<file path="src/hdl/uart_pkg.sv">
`default_nettype none

package uart_pkg;

    // host word and serial byte
    localparam int DATA_W = 32;
    localparam int BYTE_W = 8;

    // size codes, code 3 behaves as a word
    localparam int SIZE_W = 2;
    localparam logic [SIZE_W-1:0] SIZE_BYTE = 2'd0;
    localparam logic [SIZE_W-1:0] SIZE_HALF = 2'd1;
    localparam logic [SIZE_W-1:0] SIZE_WORD = 2'd2;

    // bit timing, any value of 4 or more works
    localparam int CLKS_PER_BIT = 8;
    localparam int CLK_CNT_W = $clog2(CLKS_PER_BIT);

    // start + data + stop
    localparam int FRAME_W = BYTE_W + 2;

    // byte fifo geometry, depth must be a power of two
    localparam int FIFO_DEPTH = 16;
    localparam int FIFO_ADDR_W = 4;

endpackage

`default_nettype wire

</file>
<file path="src/hdl/byte_fifo.sv">
`timescale 1ns/100ps
`default_nettype none

module byte_fifo
    import uart_pkg::*;
    (input  logic              i_push,
     input  logic [BYTE_W-1:0] i_push_data,
     output logic              o_full,
     input  logic              i_pop,
     output logic [BYTE_W-1:0] o_pop_data,
     output logic              o_empty,
     input  logic              clk,
     input  logic              i_rst);

    logic [BYTE_W-1:0]      mem [FIFO_DEPTH];
    logic [FIFO_ADDR_W-1:0] wr_ptr;
    logic [FIFO_ADDR_W-1:0] rd_ptr;
    logic [FIFO_ADDR_W:0]   count;
    logic                   do_push;
    logic                   do_pop;

    assign o_full  = (count == (FIFO_ADDR_W + 1)'(FIFO_DEPTH));
    assign o_empty = (count == '0);

    // blocked requests are dropped here
    assign do_push = i_push & ~o_full;
    assign do_pop  = i_pop & ~o_empty;

    // show-ahead, head entry always visible
    assign o_pop_data = mem[rd_ptr];

    always_ff @(posedge clk) begin
        if (do_push) begin
            mem[wr_ptr] <= i_push_data;
        end
    end

    // pointers wrap naturally
    always_ff @(posedge clk) begin
        if (i_rst) begin
            wr_ptr <= '0;
            rd_ptr <= '0;
            count  <= '0;
        end else begin
            if (do_push) begin
                wr_ptr <= wr_ptr + 1'b1;
            end
            if (do_pop) begin
                rd_ptr <= rd_ptr + 1'b1;
            end
            case ({do_push, do_pop})
                2'b10:   count <= count + 1'b1;
                2'b01:   count <= count - 1'b1;
                default: count <= count;
            endcase
        end
    end

endmodule

`default_nettype wire

</file>
<file path="src/hdl/uart_manage.sv">
`timescale 1ns/100ps
`default_nettype none

module uart_manage
    import uart_pkg::*;
    (input  logic              i_order,
     output logic              o_accepted,
     output logic              o_done,
     input  logic [SIZE_W-1:0] i_size,
     input  logic              i_write_flag,
     input  logic [DATA_W-1:0] i_write_data,
     output logic [DATA_W-1:0] o_read_data,

     input  logic              i_rxd,
     output logic              o_txd,
     input  logic              clk,
     input  logic              i_rst);

    // receive side
    logic              rx_valid;
    logic [BYTE_W-1:0] rx_byte;
    logic              rx_pop;
    logic [BYTE_W-1:0] rx_pop_data;
    logic              rx_empty;

    // transmit side
    logic              tx_push;
    logic [BYTE_W-1:0] tx_push_data;
    logic              tx_full;
    logic              tx_take;
    logic [BYTE_W-1:0] tx_pop_data;
    logic              tx_empty;
    logic              tx_valid;

    uart_rx urx (
        .i_rxd   (i_rxd),
        .clk     (clk),
        .i_rst   (i_rst),
        .o_valid (rx_valid),
        .o_data  (rx_byte));

    // overflow is dropped silently, full flag not needed
    byte_fifo rx_fifo (
        .i_push      (rx_valid),
        .i_push_data (rx_byte),
        .o_full      (),
        .i_pop       (rx_pop),
        .o_pop_data  (rx_pop_data),
        .o_empty     (rx_empty),
        .clk         (clk),
        .i_rst       (i_rst));

    uart_word_port uwp (
        .i_order      (i_order),
        .o_accepted   (o_accepted),
        .o_done       (o_done),
        .i_size       (i_size),
        .i_write_flag (i_write_flag),
        .i_write_data (i_write_data),
        .o_read_data  (o_read_data),
        .o_tx_push    (tx_push),
        .o_tx_data    (tx_push_data),
        .i_tx_full    (tx_full),
        .o_rx_pop     (rx_pop),
        .i_rx_data    (rx_pop_data),
        .i_rx_empty   (rx_empty),
        .clk          (clk),
        .i_rst        (i_rst));

    byte_fifo tx_fifo (
        .i_push      (tx_push),
        .i_push_data (tx_push_data),
        .o_full      (tx_full),
        .i_pop       (tx_take),
        .o_pop_data  (tx_pop_data),
        .o_empty     (tx_empty),
        .clk         (clk),
        .i_rst       (i_rst));

    assign tx_valid = ~tx_empty;

    uart_tx utx (
        .i_valid (tx_valid),
        .i_data  (tx_pop_data),
        .o_take  (tx_take),
        .o_txd   (o_txd),
        .clk     (clk),
        .i_rst   (i_rst));

endmodule

`default_nettype wire

</file>
<file path="src/hdl/uart_rx.sv">
`timescale 1ns/100ps
`default_nettype none

module uart_rx
    import uart_pkg::*;
    (input  logic              i_rxd,
     input  logic              clk,
     input  logic              i_rst,
     output logic              o_valid,
     output logic [BYTE_W-1:0] o_data);

    typedef enum logic [1:0] {
        RX_IDLE,
        RX_START,
        RX_DATA,
        RX_STOP
    } rx_state_t;

    rx_state_t            state;
    logic                 rxd_meta;
    logic                 rxd_sync;
    logic                 rxd_prev;
    logic [CLK_CNT_W-1:0] clk_cnt;
    logic [2:0]           bit_cnt;
    logic [BYTE_W-1:0]    shift;
    logic                 mid_start;
    logic                 bit_end;

    // line idles high, so the synchronizer resets to 1
    always_ff @(posedge clk) begin
        if (i_rst) begin
            rxd_meta <= 1'b1;
            rxd_sync <= 1'b1;
            rxd_prev <= 1'b1;
        end else begin
            rxd_meta <= i_rxd;
            rxd_sync <= rxd_meta;
            rxd_prev <= rxd_sync;
        end
    end

    assign mid_start = (clk_cnt == CLK_CNT_W'(CLKS_PER_BIT / 2 - 1));
    assign bit_end   = (clk_cnt == CLK_CNT_W'(CLKS_PER_BIT - 1));

    always_ff @(posedge clk) begin
        if (i_rst) begin
            state   <= RX_IDLE;
            clk_cnt <= '0;
            bit_cnt <= '0;
            o_valid <= 1'b0;
        end else begin
            o_valid <= 1'b0;
            case (state)
                RX_IDLE: begin
                    clk_cnt <= '0;
                    bit_cnt <= '0;
                    if (rxd_prev && !rxd_sync) begin
                        state <= RX_START;
                    end
                end
                RX_START: begin
                    if (mid_start) begin
                        clk_cnt <= '0;
                        // still high at mid-bit means a glitch
                        state   <= rxd_sync ? RX_IDLE : RX_DATA;
                    end else begin
                        clk_cnt <= clk_cnt + 1'b1;
                    end
                end
                RX_DATA: begin
                    if (bit_end) begin
                        clk_cnt <= '0;
                        bit_cnt <= bit_cnt + 1'b1;
                        if (bit_cnt == 3'd7) begin
                            state <= RX_STOP;
                        end
                    end else begin
                        clk_cnt <= clk_cnt + 1'b1;
                    end
                end
                RX_STOP: begin
                    if (bit_end) begin
                        // bad stop bit drops the byte
                        o_valid <= rxd_sync;
                        state   <= RX_IDLE;
                    end else begin
                        clk_cnt <= clk_cnt + 1'b1;
                    end
                end
                default: state <= RX_IDLE;
            endcase
        end
    end

    // lsb arrives first
    always_ff @(posedge clk) begin
        if (state == RX_DATA && bit_end) begin
            shift <= {rxd_sync, shift[BYTE_W-1:1]};
        end
    end

    assign o_data = shift;

endmodule

`default_nettype wire

</file>
<file path="src/hdl/uart_tx.sv">
`timescale 1ns/100ps
`default_nettype none

module uart_tx
    import uart_pkg::*;
    (input  logic              i_valid,
     input  logic [BYTE_W-1:0] i_data,
     output logic              o_take,
     output logic              o_txd,
     input  logic              clk,
     input  logic              i_rst);

    logic                 busy;
    logic [CLK_CNT_W-1:0] clk_cnt;
    logic [3:0]           bit_cnt;
    logic [FRAME_W-1:0]   frame;
    logic                 bit_end;

    // a byte is taken only between frames
    assign o_take = i_valid & ~busy;

    // frame fills with ones as it shifts, so the line rests high
    assign o_txd = frame[0];

    assign bit_end = (clk_cnt == CLK_CNT_W'(CLKS_PER_BIT - 1));

    always_ff @(posedge clk) begin
        if (i_rst) begin
            busy    <= 1'b0;
            clk_cnt <= '0;
            bit_cnt <= '0;
            frame   <= '1;
        end else if (o_take) begin
            busy    <= 1'b1;
            clk_cnt <= '0;
            bit_cnt <= '0;
            // stop, data lsb first, start
            frame   <= {1'b1, i_data, 1'b0};
        end else if (busy) begin
            if (bit_end) begin
                clk_cnt <= '0;
                frame   <= {1'b1, frame[FRAME_W-1:1]};
                // idle only once the stop bit has run its full time
                if (bit_cnt == 4'(FRAME_W - 1)) begin
                    busy <= 1'b0;
                end else begin
                    bit_cnt <= bit_cnt + 1'b1;
                end
            end else begin
                clk_cnt <= clk_cnt + 1'b1;
            end
        end
    end

endmodule

`default_nettype wire

</file>
<file path="src/hdl/uart_word_port.sv">
`timescale 1ns/100ps
`default_nettype none

module uart_word_port
    import uart_pkg::*;
    (input  logic              i_order,
     output logic              o_accepted,
     output logic              o_done,
     input  logic [SIZE_W-1:0] i_size,
     input  logic              i_write_flag,
     input  logic [DATA_W-1:0] i_write_data,
     output logic [DATA_W-1:0] o_read_data,

     output logic              o_tx_push,
     output logic [BYTE_W-1:0] o_tx_data,
     input  logic              i_tx_full,

     output logic              o_rx_pop,
     input  logic [BYTE_W-1:0] i_rx_data,
     input  logic              i_rx_empty,

     input  logic              clk,
     input  logic              i_rst);

    logic              busy;
    logic [2:0]        remaining;
    logic              r_write;
    logic [SIZE_W-1:0] r_size;
    logic [DATA_W-1:0] wr_shift;
    logic [DATA_W-1:0] rd_shift;
    logic [DATA_W-1:0] read_data;

    logic [2:0]        order_bytes;
    logic [DATA_W-1:0] write_aligned;
    logic              moving;
    logic [DATA_W-1:0] rd_next;
    logic [DATA_W-1:0] rd_extended;

    assign o_accepted = i_order & ~busy;

    // busy stays up through the done cycle
    assign moving    = busy & (remaining != '0);
    assign o_done    = busy & (remaining == '0);
    assign o_tx_push = moving & r_write & ~i_tx_full;
    assign o_rx_pop  = moving & ~r_write & ~i_rx_empty;

    // top byte goes out first
    assign o_tx_data = wr_shift[DATA_W-1 -: BYTE_W];

    assign o_read_data = read_data;

    // byte count and left alignment from the size code
    always_comb begin
        case (i_size)
            SIZE_BYTE: begin
                order_bytes   = 3'd1;
                write_aligned = {i_write_data[BYTE_W-1:0], {(DATA_W - BYTE_W){1'b0}}};
            end
            SIZE_HALF: begin
                order_bytes   = 3'd2;
                write_aligned = {i_write_data[2*BYTE_W-1:0], {(DATA_W - 2*BYTE_W){1'b0}}};
            end
            default: begin
                order_bytes   = 3'd4;
                write_aligned = i_write_data;
            end
        endcase
    end

    // new byte enters at the bottom
    assign rd_next = {rd_shift[DATA_W-BYTE_W-1:0], i_rx_data};

    always_comb begin
        case (r_size)
            SIZE_BYTE: begin
                rd_extended = {{(DATA_W - BYTE_W){rd_next[BYTE_W-1]}},
                               rd_next[BYTE_W-1:0]};
            end
            SIZE_HALF: begin
                rd_extended = {{(DATA_W - 2*BYTE_W){rd_next[2*BYTE_W-1]}},
                               rd_next[2*BYTE_W-1:0]};
            end
            default: begin
                rd_extended = rd_next;
            end
        endcase
    end

    always_ff @(posedge clk) begin
        if (i_rst) begin
            busy      <= 1'b0;
            remaining <= '0;
        end else if (o_accepted) begin
            busy      <= 1'b1;
            remaining <= order_bytes;
        end else if (o_done) begin
            busy <= 1'b0;
        end else if (o_tx_push || o_rx_pop) begin
            remaining <= remaining - 1'b1;
        end
    end

    always_ff @(posedge clk) begin
        if (o_accepted) begin
            r_write  <= i_write_flag;
            r_size   <= i_size;
            wr_shift <= write_aligned;
        end else if (o_tx_push) begin
            wr_shift <= {wr_shift[DATA_W-BYTE_W-1:0], {BYTE_W{1'b0}}};
        end
    end

    // result lands with the last byte, ready in the done cycle
    always_ff @(posedge clk) begin
        if (o_rx_pop) begin
            rd_shift <= rd_next;
            if (remaining == 3'd1) begin
                read_data <= rd_extended;
            end
        end
    end

endmodule

`default_nettype wire

</file>
<file path="config.mk">
export PLATFORM = sky130hd
export DESIGN_NAME = uart_manage
export DESIGN_NICKNAME = d
export VERILOG_FILES = /design/src/hdl/uart_pkg.sv /design/src/hdl/byte_fifo.sv /design/src/hdl/uart_manage.sv /design/src/hdl/uart_rx.sv /design/src/hdl/uart_tx.sv /design/src/hdl/uart_word_port.sv
export SDC_FILE = /design/constraint.sdc
export NUM_CORES = 1
export LEC_CHECK = 0
export BUFFER_PORTS_ARGS = -buffer_cell sky130_fd_sc_hd__buf_4
export CORE_MARGIN = 4
export CORE_UTILIZATION = 35
export CTS_CLUSTER_SIZE = 20
export DETAILED_ROUTE_END_ITERATION = 8
export GPL_TIMING_DRIVEN = 0
export PLACE_DENSITY = 0.57
export RECOVER_POWER = 100
export SYNTH_ARGS = -nofsm -noshare
export SYNTH_HDL_FRONTEND = slang
export SYNTH_HIERARCHICAL = 1
export SYNTH_SLANG_ARGS = --single-unit
</file>
<file path="constraint.sdc">
create_clock -name clk -period 13.4 [get_ports clk]
set_clock_uncertainty 0.1 [all_clocks]
set_input_delay 1.34 -clock clk [delete_from_list [all_inputs] [get_ports clk]]
set_output_delay 1.34 -clock clk [all_outputs]
set_load 0.01 [all_outputs]
</file>
# After elaboration in Yosys (flattened, before gate mapping)
# Memories as Yosys holds them, arrays and structs flattened. A register that Yosys moved wholly into a read port is not among the register bits.
# Cells that the tools add are included.
[word_totals] regBits=158 ramBits=256 in_bits=39 out_inout_bits=35 word_cells=154 n_memories=2
[classes] n_addsub=13 eq_ne=24 muxes=41 bitwise=22 reduce_logical=27
[mem_list] memory="rx_fifo.mem" words=16 width=8 rd=1 rd_ports_with_merged_regs=1 write_ports=1 line="byte_fifo.sv:15" text="logic [BYTE_W-1:0] mem [FIFO_DEPTH];"
[mem_list] memory="tx_fifo.mem" words=16 width=8 rd=1 rd_ports_with_merged_regs=1 write_ports=1 line="byte_fifo.sv:15"
[ops] cell="one-hot mux 32 bit (2 select lines)" n=2
[ops] cell="two-way mux 32 bit" n=2
[ops] cell="two-way mux 9 bit" n=3
[ops] cell="two-way mux 3 bit" n=8
[ops] cell="adder 4 x 1 -> 4 bit (second input constant)" n=5
[ops] cell="one-hot mux 5 bit (2 select lines)" n=2
[ops] cell="two-way mux 4 bit" n=4
[ops] cell="nonzero test 2 bit" n=8
[ops] cell="bitwise AND 1 bit" n=12
[ops] cell="two-way mux 2 bit" n=6
[ops] cell="one-hot mux 3 bit (2 select lines)" n=2
[ops] cell="one-hot mux 3 bit (4 select lines)" n=1
[ops] cell="adder 5 x 1 -> 5 bit (second input constant)" n=2
[ops] cell="== test 2 x 1 -> 1 bit (second input constant)" n=5
[ops] cell="== test 5 bit (second input constant)" n=2
[ops] cell="logical NOT 5 bit" n=2
[ops] cell="two-way mux 1 bit" n=10
[ops] cell="!= test 2 x 1 -> 1 bit (second input constant)" n=5
[ops] cell="NOT 1 bit" n=10
[ops] cell="subtractor 5 x 1 -> 5 bit (second input constant)" n=2
[ops] cell="adder 3 x 1 -> 3 bit (second input constant)" n=3
[ops] cell="== test 3 bit (second input constant)" n=3
[ops] cell="== test 2 bit (second input constant)" n=4
[ops] cell="one-hot mux 2 bit (4 select lines)" n=1
[ops] cell="16 further kinds" n=23

# Depth between registers and ports, before layout
# Gate-level depths: netlist (run 1).
[depth] ltp_word=8 mapped_depth=17 depth_no_buf=14

# Hierarchy
# The synthesis (run 1) kept the hierarchy.
[by_module_without_submodules] module="byte_fifo" instances=2 cells_each=330 area_each_um2=5891.9 seq_area_each_um2=4184.0
[by_module_without_submodules] module="uart_word_port" instances=1 cells_each=288 area_each_um2=3911.3 seq_area_each_um2=2812.7
[by_module_without_submodules] module="uart_rx" instances=1 cells_each=72 area_each_um2=839.6 seq_area_each_um2=480.5
[by_module_without_submodules] module="uart_tx" instances=1 cells_each=91 area_each_um2=774.5 seq_area_each_um2=340.3
[by_module_without_submodules] module="uart_manage" instances=1 cells_each=1 area_each_um2=3.8 seq_area_each_um2=0.0

# Worst setup path before layout (run 1)
# Ideal clock, no wire load.
[synth_timing] path_kind="register to register" start="register uwp.remaining[0]" end="register rx_fifo.count[4]" setup_ps=129 arrival_ps=4410 t_required_ps=13171 setup_slack_ps=8761 stages_incl_launch_ff=16 path_buffers=1 synth_period_minus_slack_ps=4639 cell_sequence="dfxtp_1 > inv_1 > ha_1 > inv_1 > o21ai_0 > nor3_1 > o21ai_4 > inv_1 > ha_1 > clkbuf_1 > xor2_1 > ha_1 > nand2_1 > o21ai_0 > nor3_1 > nand4bb_1"
[synth_between] elab_chain_cells=7 elab_cells_between_ends=9 classes_between="eq/ne (2); mux (1); bitwise (4); reduce/logical (2)"
[synth_rtl] item="start, declared" line="uart_word_port.sv:26" text="logic [2:0] remaining;"
[synth_rtl] item="start signal, assigned" line="uart_word_port.sv:95" text="remaining <= order_bytes;"
[synth_rtl] item="start signal, assigned" line="uart_word_port.sv:99" text="remaining <= remaining - 1'b1;"
[synth_rtl] item="nonzero test 3 bit *" line="uart_word_port.sv:42" text="assign moving = busy & (remaining != '0);"
[synth_rtl] item="bitwise AND 1 bit *" line="uart_word_port.sv:42"
[synth_rtl] item="bitwise AND 1 bit * (2 in series)" line="uart_word_port.sv:45" text="assign o_rx_pop = moving & ~r_write & ~i_rx_empty;"
[synth_rtl] item="net rx_pop" line="uart_manage.sv:22" text="logic rx_pop;"
[synth_rtl] item="bitwise AND 1 bit *" line="byte_fifo.sv:27" text="assign do_pop = i_pop & ~o_empty;"
[synth_rtl] item="net rx_fifo.do_pop" line="byte_fifo.sv:20" text="logic do_pop;"
[synth_rtl] item="== test 2 x 1 -> 1 bit or == test 2 bit (tied branches)" line="byte_fifo.sv:51" text="case ({do_push, do_pop})"
[synth_rtl] item="one-hot mux 5 bit (2 select lines) or nonzero test 2 bit (tied branches)"
[synth_rtl] item="end signal, assigned" line="byte_fifo.sv:52" text="2'b10: count <= count + 1'b1;"
[synth_rtl] item="end signal, assigned" line="byte_fifo.sv:53" text="2'b01: count <= count - 1'b1;"
[synth_rtl] item="end signal, assigned" line="byte_fifo.sv:54" text="default: count <= count;"
[synth_rtl] item="end, declared" line="byte_fifo.sv:18" text="logic [FIFO_ADDR_W:0] count;"
# The timed path passes the listed nets; every way through them passes the cells marked *.
# A chain may end at the register's enable or synchronous reset.

# Final worst setup path (run 1)
[layout_timing] start="input i_order" end="output o_accepted"
[layout_between] elab_chain_cells=1
[layout_rtl] item="start, declared" line="uart_manage.sv:6" text="(input logic i_order,"
[layout_rtl] item="bitwise AND 1 bit" line="uart_word_port.sv:39" text="assign o_accepted = i_order & ~busy;"
[layout_rtl] item="end, declared" line="uart_manage.sv:7" text="output logic o_accepted,"
# No other way between the ends.

==> out/metrics.yaml, run 1 <==
status:
  outcome: "finished, violations left"
  violations: "max-capacitance violations, max-slew violations"
placement:
  pre_cts_slack_ns: 9.65
  postPlaceCellArea_sq_mm: 0.0187
  dpl.hpwl_mm: 24.6
  dp.cells: 1851
  io_buffer_count: 73
  gp_congestion: 0.780
routing:
  drc: 0
  first_pass_iters: 5
  wl_mm: 37.4
  postRouteAntennaNets: 0
  vias: 9640
  wl_per_cell_microns: 19.3
  vias_per_cell: 4.98
  first_iter_violations: 779
floorplan:
  die_x_microns: 230
  coreArea_sq_mm: 0.0490
  row_count: 81
  die_area_sq_mm: 0.0531
  initial_core_util: 0.354
  chipHeight_microns: 230
  io_pins: 74
layout:
  final_cell_count_no_fill: 1936
  seq_area_sq_mm: 0.0120
  n_fill_cell: 4498
  drive_above_1_share: 0.154
  syn2layout_area_growth_pct: 14.6
  multi_input_area_sq_mm: 0.00474
  nNetsFinal: 1302
  final_area_sq_mm: 0.0198
sta:
  fin_tns_setup_ns: 0
  period_minus_slack_ns: 4.27
  worst_slew_pin_slew_ns: 2.39
  setup-violations-final: 0
  worst_slack_ns: 9.13
  slew_viol_final: 33
  hold_viol: 0
  max_freq_mhz: 234
  finalHoldWorstSlack_ns: 0.318
  maxSlewHeadroom: -0.595
  fin_crit_sh: 0.319
  rsz0062_at_grt: "no"
clock_tree:
  root_buffer: "clkbuf_16"
  cts.clk_slew.worst_paths_ns: 0.06
  numCtsBuffers: 45
  clockBufferDepth: 3
  htree_levels: 2
  clock-sinks: 422
  postCtsHoldBufs: 0
  cts_tree: "done"
  cts-resized-gates: 0
  post_cts.repair.setup_buffers: 0
  clock_latency_ns: 0.57
setup_path:
  cp-end-kind: "primary output"
  timing.rr.start: "rx_fifo/count[1]"
  crit_required_ns: 11.96
  startpoint_type: "input port"
  path_class: "input port to primary output"
  cp.arrival_ns: 2.83
  worstPathMaxFanout: 13
  startpoint: "i_order"
hold_path:
  min_path_type: "flop to flop"
  holdCritStartpoint: "urx/rxd_meta"
power:
  intPower_uw: 2270
  switching_share: 0.237
  comb_power_share: 0.094
  p_seq_frac: 0.500
  p_leak_uw: 0.00677
  clockPowerShare: 0.406
  power.switching_uw: 704
  ir_drop_uv: 82.5
  pwr_density_cell_mw_per_mm2: 150
logic_synthesis:
  synth.yosys.warnings: 6
  synth_fp_nets: 1179
  netlist_instances: 1111
  avgSynthCellArea_sq_um: 15.6
  syn_area_sq_mm: 0.0173
global_route:
  gr-total-overflow: 0
  grt_usage: 0.140
  grt_pass1_wl_mm: 57.4
  grt_max_degree: 33
  antenna_found_initial: 1
  grt_pass1_vias: 9664
run:
  max_cap_violations: 1
==> cells in the final DEF, fill, tap and decap left out, drive strengths merged, types with 21 or more instances in the layout <==
master,instances
mux2i,21
a22oi,32
edfxtp,355
ha,29
nor3,23
mux4,64
nor2,93
o21ai,37
dfxtp,67
nand2,87
inv,23
clkbuf,154
buf,54
==> per-stage QoR <==
step,utilization,power [uW]
after CTS,0.412,3040
after global routing,0.405,3100
after detailed placement,0.383,1820
after global placement,0.382,1810
after floorplan,-,1730
final,0.405,2970
==> power groups by stage <==
stage / clock network (uW) / registers, uW / logic [uW]
after floorplan: 0 / 1510 / 221
after global placement: 0 / 1510 / 301
after detailed placement: 0 / 1510 / 306
after CTS: 1250 / 1480 / 307
after global routing: 1300 / 1490 / 313
final: 1210 / 1490 / 280
==> flip-flops by register name, indices dropped and copies added (netlist names), 2 cells and up, named ones only <==
| name | flops |
|---|---|
| rx_fifo/mem | 128 |
| tx_fifo/mem | 128 |
| uwp/o_read_data | 32 |
| uwp/wr_shift | 32 |
| uwp/rd_shift | 24 |
| utx/frame | 9 |
| urx/o_data | 8 |
| rx_fifo/count | 5 |
| tx_fifo/count | 5 |
| rx_fifo/rd_ptr | 4 |
| rx_fifo/wr_ptr | 4 |
| tx_fifo/rd_ptr | 4 |
| tx_fifo/wr_ptr | 4 |
| utx/bit_cnt | 4 |
| urx/bit_cnt | 3 |
| urx/clk_cnt | 3 |
| utx/clk_cnt | 3 |
| uwp/remaining | 3 |
| uwp/r_size | 2 |
==> routing by layer <==
metal	track usage	routed length, microns	vias up
met5	0	0	-
met4	0.0371	707	0
met3	0.0283	1930	45
met2	0.224	17700	221
met1	0.195	17000	4855
li1	-	-	4519
==> worst paths after layout <==
kind                            slack, ns          endpoint  depth (start not counted)
worst max-delay path                 9.13        o_accepted                          6
worst min-delay path                 0.32      urx/rxd_sync                          1
worst max register to register       9.21  rx_fifo/count[4]                         14
worst min register to register       0.32      urx/rxd_sync                          1
==> final cells by class <==
| cell class | instances | area share |
|---|---|---|
| plain buffers | 74 | 0.0160 |
| clock buffers | 58 | 0.0603 |
| multi-input cells | 591 | 0.239 |
| diodes | 1 | 0.000126 |
| repair buffers | 76 | 0.0208 |
| flip-flops and latches | 422 | 0.605 |
| clock inverters | 26 | 0.0121 |
| inverters | 24 | 0.00454 |
| well taps | 664 | 0.0419 |
==> worst max-delay path: stages <==
cell and delay (ns):
clkbuf_1 0.11, nand2b_1 0.07, clkbuf_1 0.21, inv_1 0.16
clkbuf_1 0.71, clkbuf_1 0.22
(Power assumes the default switching activity.)
==> run 2, diff against run 1 <==
ABC_AREA = 1   (was unset)
clock period = 4.2 ns   (was 13.4 ns; I/O delays follow)
==> run 2 against run 1 <==
Effect of this change: the run still ends with max-capacitance violations, max-slew violations left; register-to-register slack got worse by 8.9 ns; combinational power increased to 5.8 times the previous value; utilization increased by 0.14 points; critical path type is now flop to flop.
==> out/metrics.yaml, run 2 <==
clock_tree:
  cts-resized-gates: 0  # unchanged
  root_buffer: "clkbuf_16"  # unchanged
  clock-sinks: 422  # unchanged
  htree_levels: 2  # unchanged
  numCtsBuffers: 45  # unchanged
  cts.clk_slew.worst_paths_ns: 0.06  # about the same
  post_cts.repair.setup_buffers: 0  # unchanged
  postCtsHoldBufs: 4  # was 0
  cts_tree: "done"  # unchanged
  clockBufferDepth: 3  # unchanged
  clock_latency_ns: 0.56  # was 0.57 ns
logic_synthesis:
  avgSynthCellArea_sq_um: 12.0  # was 15.6 sq um
  synth_fp_nets: 1550  # was 1179
  netlist_instances: 1482  # was 1111
  synth.yosys.warnings: 6  # unchanged
  syn_area_sq_mm: 0.0178  # was 0.0173 sq mm
global_route:
  antenna_found_initial: 1  # unchanged
  grt_pass1_wl_mm: 64.1  # was 57.4 mm
  grt_max_degree: 33  # unchanged
  grt_pass1_vias: 10900  # was 9664
  gr-total-overflow: 0  # unchanged
  grt_usage: 0.152  # was 0.140
power:
  p_seq_frac: 0.464  # was 0.500
  ir_drop_uv: 237  # was 82.5 uV
  p_leak_uw: 0.00728  # was 0.00677 uW
  switching_share: 0.267  # was 0.237
  power.switching_uw: 2750  # was 704 uW
  comb_power_share: 0.157  # was 0.094
  intPower_uw: 7530  # was 2270 uW
  clockPowerShare: 0.379  # was 0.406
  pwr_density_cell_mw_per_mm2: 503  # was 150 mW/mm^2
sta:
  maxSlewHeadroom: -0.336  # was -0.595
  slew_viol_final: 33  # unchanged
  rsz0062_at_grt: "no"  # unchanged
  max_freq_mhz: 260
  fin_crit_sh: 0.915
  period_minus_slack_ns: 3.84
  fin_tns_setup_ns: 0  # unchanged
  setup-violations-final: 0  # unchanged
  worst_slew_pin_slew_ns: 2.00  # was 2.39 ns
  hold_viol: 0  # unchanged
routing:
  first_iter_violations: 988  # was 779
  wl_mm: 41.7  # was 37.4 mm
  wl_per_cell_microns: 18.0  # was 19.3 microns
  postRouteAntennaNets: 0  # unchanged
  vias_per_cell: 4.95  # was 4.98
  vias: 11500  # was 9640
  drc: 0  # unchanged
  first_pass_iters: 5  # unchanged
layout:
  mostFrequentLayoutCells: "edfxtp_1, nand2_1, inv_1"  # was edfxtp_1, clkbuf_1, nor2_1
  n_fill_cell: 4845  # was 4498
  seq_area_sq_mm: 0.0120  # unchanged
  nNetsFinal: 1675  # was 1302
  drive_above_1_share: 0.0956  # was 0.154
  final_common_cell: "edfxtp_1"  # unchanged
  syn2layout_area_growth_pct: 14.7  # was 14.6%
  multi_input_area_sq_mm: 0.00468  # was 0.00474 sq mm
  final_area_sq_mm: 0.0204  # was 0.0198 sq mm
  top_regs: "rx_fifo/mem x128, tx_fifo/mem x128"  # unchanged
floorplan:
  die_area_sq_mm: 0.0546  # was 0.0531 sq mm
  chipHeight_microns: 234  # was 230 microns
  io_pins: 74  # unchanged
  row_count: 82  # was 81
  initial_core_util: 0.354  # about the same
  coreArea_sq_mm: 0.0503  # was 0.0490 sq mm
  die_x_microns: 234  # was 230 microns
setup_path:
  crit_required_ns: 4.41  # was 11.96 ns
  startpoint_type: "flop"  # was input port
  path_class: "flop to flop"  # was input port to primary output
  worstPathMaxFanout: 10  # was 13
  cp-end-kind: "flop"  # was primary output
  cp.arrival_ns: 4.05  # was 2.83 ns
placement:
  gp_congestion: 0.858  # was 0.780
  dpl.hpwl_mm: 28.6  # was 24.6 mm
  io_buffer_count: 73  # unchanged
  postPlaceCellArea_sq_mm: 0.0192  # was 0.0187 sq mm
status:
  outcome: "finished, violations left"  # unchanged
  violations: "max-capacitance violations, max-slew violations"  # unchanged
hold_path:
  min_path_type: "input port to flop"  # was flop to flop
run:
  max_cap_violations: 1  # unchanged
run 2: layout make-up:
class,count,area share
Antenna cell,1,0.000122
Buffer,70,0.0167
Clock buffer,56,0.0581
Clock inverter,27,0.0128
Inverter,176,0.0328
Multi-Input combinational cell,814,0.229
Sequential cell,422,0.587
Tap cell,672,0.0411
Timing Repair Buffer,78,0.0223
run 2: routing by layer:
metal  vias up  share of wire  global-route usage
met1      5580           0.47               0.221
met4         0          0.019              0.0347
met2       317           0.45               0.234
met3        62          0.057              0.0302
met5         -              0                   0
li1       5494              -                   -
run 2: final timing paths:
path	startpoint	to	slack, ns	cells after the start
worst max-delay path	flop	uwp/o_read_data[21]	0.36	12
worst min-delay path	i_write_data[1]	uwp/wr_shift[1]	0.09	3
worst max register to register	flop	uwp/o_read_data[21]	0.36	12
worst min register to register	urx/rxd_meta	urx/rxd_sync	0.31	1
run 2: power by group through the flow:
stage	clock, uW	sequential (uW)	combinational, uW
finish	3900	4770	1610
floorplan	0	4830	1150
detailed placement	0	4850	1640
CTS	4000	4770	1660
global route	4190	4780	1810
global placement	0	4850	1620
run 2: stage by stage:
step	total power [uW]	hold WS [ns]	setup slack [ns]	util	std cells
after CTS	10400	0.0583	0.444	0.412	2315
after detailed placement	6500	0.298	0.467	0.383	2228
after floorplan	5980	0.289	1.34	-	1482
after global routing	10800	0.0839	0.107	0.406	2315
after global placement	6470	0.298	0.404	0.382	2227
final	10300	0.0918	0.356	0.407	2316
run 2: critical path, cell delays in order, from the launching register on:
cell      delay (ns)
dfxtp_1         0.33
clkbuf_1        0.26
clkbuf_1        0.55
clkbuf_1        0.82
mux2i_1         0.35
o211ai_1        0.14
nand3_1         0.10
nand2_1         0.16
nand2_1         0.31
nand2_1         0.11
inv_2           0.14
buf_6           0.16
nand2_1         0.06
